==> src/pkt_macros.svh <==
`ifndef PKT_MACROS_SVH
`define PKT_MACROS_SVH

// word and switch geometry
`define PKT_WIDTH        6
`define NUM_DEST         2   // egress fifos

// 4 words per fifo
`define FIFO_ADDR_WIDTH  2

// destination comes from the top bits of the word
`define DEST_WIDTH       1

`endif

==> src/pkt_pkg.sv <==
`include "pkt_macros.svh"

package pkt_pkg;

    // one switch word, destination in its msbs
    typedef logic [`PKT_WIDTH-1:0] pkt_word_t;

    // index of an egress fifo
    typedef logic [`DEST_WIDTH-1:0] dest_idx_t;

endpackage

==> src/fifo_pkg.sv <==
`include "pkt_macros.svh"

package fifo_pkg;

    typedef logic [`FIFO_ADDR_WIDTH-1:0] fifo_ptr_t;   // rd/wr pointers

    // one extra bit so a full fifo is distinct from empty
    typedef logic [`FIFO_ADDR_WIDTH:0] fifo_count_t;

    typedef logic [`FIFO_ADDR_WIDTH:0] fifo_thresh_t;  // almost full level

endpackage

==> src/fifo_ram.sv <==
`timescale 1ns/100ps

`include "pkt_macros.svh"

module fifo_ram
    import pkt_pkg::*;
    import fifo_pkg::*;
(
    input  logic      clk,
    input  logic      write,
    input  fifo_ptr_t wr_ptr,
    input  fifo_ptr_t rd_ptr,
    input  pkt_word_t data_in,
    output pkt_word_t data_out
);

    localparam int DEPTH = 1 << `FIFO_ADDR_WIDTH;

    pkt_word_t mem [DEPTH];

    // write port, registered
    always_ff @(posedge clk) begin
        if (write) begin
            mem[wr_ptr] <= data_in;
        end
    end

    // read port is async, the fifo registers it on pop
    assign data_out = mem[rd_ptr];

endmodule

==> src/dest_fifo.sv <==
`timescale 1ns/100ps

`include "pkt_macros.svh"

module dest_fifo
    import pkt_pkg::*;
    import fifo_pkg::*;
(
    input  logic         clk,
    input  logic         reset_L,
    input  logic         push,
    input  logic         pop,
    input  pkt_word_t    push_data,
    input  fifo_thresh_t af_thresh,
    output logic         empty,
    output logic         pause,
    output logic         error,
    output pkt_word_t    pop_data
);

    localparam int DEPTH = 1 << `FIFO_ADDR_WIDTH;

    fifo_ptr_t   wr_ptr;
    fifo_ptr_t   rd_ptr;
    fifo_count_t count;
    logic        full;
    logic        push_ok;
    logic        pop_ok;
    pkt_word_t   ram_rd_data;

    fifo_ram u_fifo_ram (
        .clk      (clk),
        .write    (push_ok),
        .wr_ptr   (wr_ptr),
        .rd_ptr   (rd_ptr),
        .data_in  (push_data),
        .data_out (ram_rd_data)
    );

    // status straight off the count
    assign empty = (count == '0);
    assign full  = (count == fifo_count_t'(DEPTH));
    assign pause = (count >= af_thresh);

    // bad requests are flagged and dropped
    assign error   = (push && full) || (pop && empty);
    assign push_ok = push && !full;
    assign pop_ok  = pop && !empty;

    always_ff @(posedge clk) begin
        if (!reset_L) begin
            wr_ptr <= '0;
            rd_ptr <= '0;
            count  <= '0;
        end else begin
            if (push_ok) begin
                wr_ptr <= wr_ptr + 1'b1;   // wraps at depth
            end
            if (pop_ok) begin
                rd_ptr <= rd_ptr + 1'b1;
            end

            case ({push_ok, pop_ok})
                2'b10:   count <= count + 1'b1;
                2'b01:   count <= count - 1'b1;
                default: count <= count;   // both or neither
            endcase
        end
    end

    // every accepted pop loads the output word even with a push alongside
    always_ff @(posedge clk) begin
        if (pop_ok) begin
            pop_data <= ram_rd_data;
        end
    end

    a_count_in_range: assert property (
        @(posedge clk) disable iff (!reset_L)
        count <= fifo_count_t'(DEPTH)
    ) else $error("fifo count above depth");

    // pointer distance tracks the count modulo the depth
    a_ptrs_match_count: assert property (
        @(posedge clk) disable iff (!reset_L)
        fifo_ptr_t'(wr_ptr - rd_ptr) == fifo_ptr_t'(count)
    ) else $error("fifo pointers disagree with count");

endmodule

==> src/pkt_router.sv <==
`timescale 1ns/100ps

`include "pkt_macros.svh"

module pkt_router
    import pkt_pkg::*;
(
    input  logic                 clk,
    input  logic                 reset_L,
    input  logic                 push_in,
    input  pkt_word_t            data_in,
    output logic [`NUM_DEST-1:0] fifo_push,
    output pkt_word_t            fifo_data
);

    logic      push_q;
    pkt_word_t data_q;
    dest_idx_t dest;

    always_ff @(posedge clk) begin
        if (!reset_L) begin
            push_q <= 1'b0;
        end else begin
            push_q <= push_in;
        end
    end

    // word held for the push cycle
    always_ff @(posedge clk) begin
        if (push_in) begin
            data_q <= data_in;
        end
    end

    assign dest      = data_q[`PKT_WIDTH-1 -: `DEST_WIDTH];   // top bits pick the fifo
    assign fifo_data = data_q;

    // one-hot strobe toward the chosen fifo
    always_comb begin
        fifo_push = '0;
        if (push_q) begin
            fifo_push[dest] = 1'b1;
        end
    end

    a_push_follows_input: assert property (
        @(posedge clk) disable iff (!reset_L)
        push_in |=> $onehot(fifo_push) && (fifo_data == $past(data_in))
    ) else $error("router lost a pushed word");

endmodule

==> src/pkt_arbiter.sv <==
`timescale 1ns/100ps

`include "pkt_macros.svh"

module pkt_arbiter
    import pkt_pkg::*;
(
    input  logic                            clk,
    input  logic                            reset_L,
    input  logic                            stall,
    input  logic [`NUM_DEST-1:0]            fifo_empty,
    input  pkt_word_t [`NUM_DEST-1:0]       pop_data_bus,
    output logic [`NUM_DEST-1:0]            fifo_pop,
    output logic                            valid_out,
    output pkt_word_t                       data_out,
    output dest_idx_t                       dest_out
);

    dest_idx_t last_q;        // last granted fifo and output select
    dest_idx_t grant_idx;
    logic      grant_found;
    logic      grant;
    logic      valid_q;

    // first non-empty fifo cyclically after the last grant
    always_comb begin
        dest_idx_t cand;
        grant_found = 1'b0;
        grant_idx   = last_q;
        for (int i = 1; i <= `NUM_DEST; i++) begin
            cand = dest_idx_t'((int'(last_q) + i) % `NUM_DEST);
            if (!grant_found && !fifo_empty[cand]) begin
                grant_found = 1'b1;
                grant_idx   = cand;
            end
        end
    end

    assign grant = grant_found && !stall;   // stall holds everything

    always_comb begin
        fifo_pop = '0;
        if (grant) begin
            fifo_pop[grant_idx] = 1'b1;
        end
    end

    always_ff @(posedge clk) begin
        if (!reset_L) begin
            last_q  <= '0;
            valid_q <= 1'b0;
        end else begin
            valid_q <= grant;
            if (grant) begin
                last_q <= grant_idx;
            end
        end
    end

    // pop_data was loaded by the fifo on the same edge as valid_q
    assign valid_out = valid_q;
    assign data_out  = pop_data_bus[last_q];
    assign dest_out  = last_q;

    a_pop_when_ready: assert property (
        @(posedge clk) disable iff (!reset_L)
        (!stall && !(&fifo_empty)) |-> $onehot(fifo_pop)
    ) else $error("arbiter idles with a fifo ready");

    a_no_pop_on_empty: assert property (
        @(posedge clk) disable iff (!reset_L)
        (fifo_pop & fifo_empty) == '0
    ) else $error("arbiter pops an empty fifo");

endmodule

==> src/pkt_switch_top.sv <==
`timescale 1ns/100ps

`include "pkt_macros.svh"

module pkt_switch_top
    import pkt_pkg::*;
    import fifo_pkg::*;
(
    input  logic                 clk,
    input  logic                 reset_L,
    input  logic                 push_in,
    input  pkt_word_t            data_in,
    input  fifo_thresh_t         af_thresh,
    input  logic                 stall,
    output logic                 pause,
    output logic                 valid_out,
    output pkt_word_t            data_out,
    output dest_idx_t            dest_out,
    output logic [`NUM_DEST-1:0] fifo_error
);

    logic [`NUM_DEST-1:0]      fifo_push;
    pkt_word_t                 fifo_data;
    logic [`NUM_DEST-1:0]      fifo_pop;
    logic [`NUM_DEST-1:0]      fifo_empty;
    logic [`NUM_DEST-1:0]      fifo_pause;
    pkt_word_t [`NUM_DEST-1:0] pop_data_bus;

    pkt_router u_pkt_router (
        .clk       (clk),
        .reset_L   (reset_L),
        .push_in   (push_in),
        .data_in   (data_in),
        .fifo_push (fifo_push),
        .fifo_data (fifo_data)
    );

    for (genvar g = 0; g < `NUM_DEST; g++) begin : g_fifo
        dest_fifo u_dest_fifo (
            .clk       (clk),
            .reset_L   (reset_L),
            .push      (fifo_push[g]),
            .pop       (fifo_pop[g]),
            .push_data (fifo_data),    // shared, push strobe selects
            .af_thresh (af_thresh),
            .empty     (fifo_empty[g]),
            .pause     (fifo_pause[g]),
            .error     (fifo_error[g]),
            .pop_data  (pop_data_bus[g])
        );
    end

    assign pause = |fifo_pause;   // any fifo near full stops upstream

    pkt_arbiter u_pkt_arbiter (
        .clk          (clk),
        .reset_L      (reset_L),
        .stall        (stall),
        .fifo_empty   (fifo_empty),
        .pop_data_bus (pop_data_bus),
        .fifo_pop     (fifo_pop),
        .valid_out    (valid_out),
        .data_out     (data_out),
        .dest_out     (dest_out)
    );

endmodule

==> config.mk <==
export PLATFORM = sky130hd
export DESIGN_NAME = pkt_switch_top
export DESIGN_NICKNAME = d
export VERILOG_FILES = /design/src/pkt_pkg.sv /design/src/fifo_pkg.sv /design/src/fifo_ram.sv /design/src/dest_fifo.sv /design/src/pkt_router.sv /design/src/pkt_arbiter.sv /design/src/pkt_switch_top.sv
export VERILOG_INCLUDE_DIRS = /design/src
export SDC_FILE = /design/constraint.sdc
export NUM_CORES = 1
export LEC_CHECK = 0
export BUFFER_PORTS_ARGS = -buffer_cell sky130_fd_sc_hd__buf_2
export CAP_MARGIN = 20
export CORE_MARGIN = 2
export CORE_UTILIZATION = 30
export DETAILED_ROUTE_END_ITERATION = 8
export PLACE_DENSITY = 0.44
export SLEW_MARGIN = 5
export SYNTH_ARGS = -nofsm -noshare
export SYNTH_HDL_FRONTEND = slang
export SYNTH_HIERARCHICAL = 1
export SYNTH_SLANG_ARGS = --single-unit
==> constraint.sdc <==
create_clock -name clk -period 3.1 [get_ports clk]
set_input_delay 0.465 -clock clk [delete_from_list [all_inputs] [get_ports clk]]
set_output_delay 0.465 -clock clk [all_outputs]
set_load 0.01 [all_outputs]
==> metrics.txt <==
status completed; Nets 274; GR Util All Layers 10.4%; Ant. Diodes 0; Area Overhead vs Synth 17.5%; met3 Use GR 2.52%; worst vdd ir 257 µV; H-tree levels 3; count of final setup violators 0; first-pass GRT wire length 9720 µm; Pre-antenna DRT Iters 4; Worst Tran Pin Value 0.517 ns; TritonCTS clock tree built; Core Box Area 11300 µm²; CP Capture Type flip-flop; slew margin rel. 65.5%; Worst EP required 3.35 ns; grt peak-use layer met2; Inserted Clock Buffers 9; Placer Congestion 0.749; pwr dens 591 nW/µm²; Post-CTS Setup Bufs 0; WL/cell 15.0 µm; Cells after Synth 213; Yosys cell types 34; Root Buffer clkbuf_16; initial cell density of the core 30.5%; maximum number of pins on one net before global-route repair 23; final hold vios 0; die area 12400 µm²; Slew Limit Fails 0; deepest clock path buffer count 2; routed vias 1774; syn avg cell area 16.2 µm²; Final Cycle Share 86.7%; Post-CTS Hold Buffers 0; Port Buffers 23; Post-Syn Nets 236; clk slew on worst S/H paths 0.06 ns; Horiz. Die Dim 111 µm; final wirelength 5950 µm; DR vias/cell 4.46; sequential area share after synthesis 67.3%; max-cap check violation count 0; Pleak 1.42 nW; post-route ant nets 0; Critical Path AT 2.94 ns; post-DP HPWL 4160 µm; total power 2.40 mW; IO Pins 24; met1 GRT Util 14.4%; Crit Path Class flip-flop to flip-flop; share of post-route cells with drive strength above 1 26.7%; Placed Area 3760 µm²; cts repair resizes 0; Max FO, Critical Path 8; GRT met2 Usage 15.5%; commonest non-fill, non-tap cell in the layout edfxtp_1; skew final 0.00585 ns; vias in the first global route 1826; startpoint types flip-flop; first-iteration detailed-routing DRC count 63; row cnt 39; Overflow after GRT 0; initial antenna violation count 0; Hold WC Path Type primary input to flip-flop; Mapped Area 3450 µm²; TritonCTS Sinks 83; Seq cells post-synth 83; Vert. Die Dim 111 µm; RSZ-0062 raised after global routing no; clock latency on the worst-skew pair 0.33 ns; Synthesis Warnings 6; highest clock rate 372 MHz; Final Critical Period 2.69 ns; drt drc 0; final instance area 4050 µm²; final setup TNS 0 ns; most frequent cells in the layout 66 x edfxtp_1, 23 x buf_2, 17 x dfxtp_1
-- worst max-delay path: stages, from the launching register on --
cell      delay (ns)
dfxtp_1         0.39
nor3_2          0.42
nor2_1          0.08
nor3_1          0.16
buf_4           0.16
nor2b_1         0.17
ha_1            0.20
inv_1           0.06
fa_1            0.37
xor2_1          0.16
or3_1           0.30
a21boi_0        0.15
-- state kept, by name, indices dropped and copies added (netlist names) --
signal	count
g_fifo.u_dest_fifo/wr_ptr	4
g_fifo.u_dest_fifo/u_fifo_ram/mem	48
g_fifo.u_dest_fifo/rd_ptr	4
u_pkt_router/push_q	1
u_pkt_arbiter/valid_out	1
g_fifo.u_dest_fifo/pop_data	12
g_fifo.u_dest_fifo/count	6
u_pkt_arbiter/dest_out	1
u_pkt_router/fifo_data	6
-- Yosys cell counts --
cell type  number  area share (%)
a211oi_1        2            0.43
a21boi_0        2            0.43
a21boi_1        2            0.43
a21boi_2        2            0.65
a21o_1          4            0.87
a21oi_1         3            0.43
and2_1          5            0.91
and2_2          1            0.22
and2b_2         1            0.25
and3_1          2            0.36
and3b_1         4             1.0
buf_6           3            0.98
dfxtp_1        17             9.9
edfxtp_1       66              57
fa_1            2             1.2
ha_1            8             2.9
inv_1          14             1.5
mux2_2          6             2.0
mux2i_1         6             1.7
mux4_2         12             7.8
nand2_1        12             1.3
nand2b_1        6             1.1
nand4bb_1       2            0.65
nor2_1          3            0.33
nor2b_1         2            0.36
nor3_1          3            0.43
nor3_2          2            0.58
nor3b_1         2            0.43
o21ai_0         7             1.0
o21ai_1         2            0.29
or2_1           1            0.18
or3_1           5            0.91
xnor2_1         2            0.51
xor2_1          2            0.51
-- metal layers --
layer	routed length [µm]	vias to the layer above
met3	150	5
met4	93	0
met5	0	-
met2	2680	24
li1	-	879
met1	3030	866
-- worst paths after layout --
path	from	to	slack, ns	depth (start not counted)
max	g_fifo[1].u_dest_fifo/count[2]$_SDFFE_PN0P_	g_fifo[0].u_dest_fifo/count[2]$_SDFFE_PN0P_	0.41	11
max reg2reg	g_fifo[1].u_dest_fifo/count[2]$_SDFFE_PN0P_	g_fifo[0].u_dest_fifo/count[2]$_SDFFE_PN0P_	0.41	11
min reg2reg	g_fifo[0].u_dest_fifo/wr_ptr[1]$_SDFFE_PN0P_	g_fifo[0].u_dest_fifo/wr_ptr[1]$_SDFFE_PN0P_	0.51	2
min	data_in[2]	u_pkt_router/fifo_data[2]$_DFFE_PP_	0.31	1
-- stage by stage --
step                      setup WS, ns  hold WS, ns  cells  utilization [%]
after floorplan                  0.181        0.462    213                -
after global placement           0.471        0.492    383             33.2
after detailed placement         0.403        0.506    383             33.2
after CTS                        0.377        0.296    398             35.8
after global routing             0.178        0.296    398             35.8
final                            0.413        0.310    398             35.8
-- cells by family (layout without fill, tap and decap cells) --
logic type | count (synthesis) | in the layout | synth area share (%)
flops | 83 | 83 | 67.3
simple gates | 51 | 51 | 9.03
compound gates | 24 | 24 | 4.57
mux | 24 | 24 | 11.5
buf+inv | 17 | 59 | 2.50
fa+ha+maj | 10 | 10 | 4.06
xor+xnor | 4 | 4 | 1.02
-- power breakdown --
| part | leakage (nW) | switching (mW) | total, mW | internal (mW) |
|---|---|---|---|---|
| Combinational | 0.536 | 0.0569 | 0.112 | 0.0549 |
| Clock | 0.143 | 0.409 | 1.03 | 0.620 |
| Sequential | 0.738 | 0.0254 | 1.26 | 1.23 |
-- cell type report --
type,count,area (µm²)
fill,1088,7270
sequential,83,2320
multi-input combinational,113,1040
clock buffer,9,225
tap,143,179
timing repair buffer,30,168
clock inverter,6,65.1
inverter,14,52.6
Power figures use the tool's default switching activity.
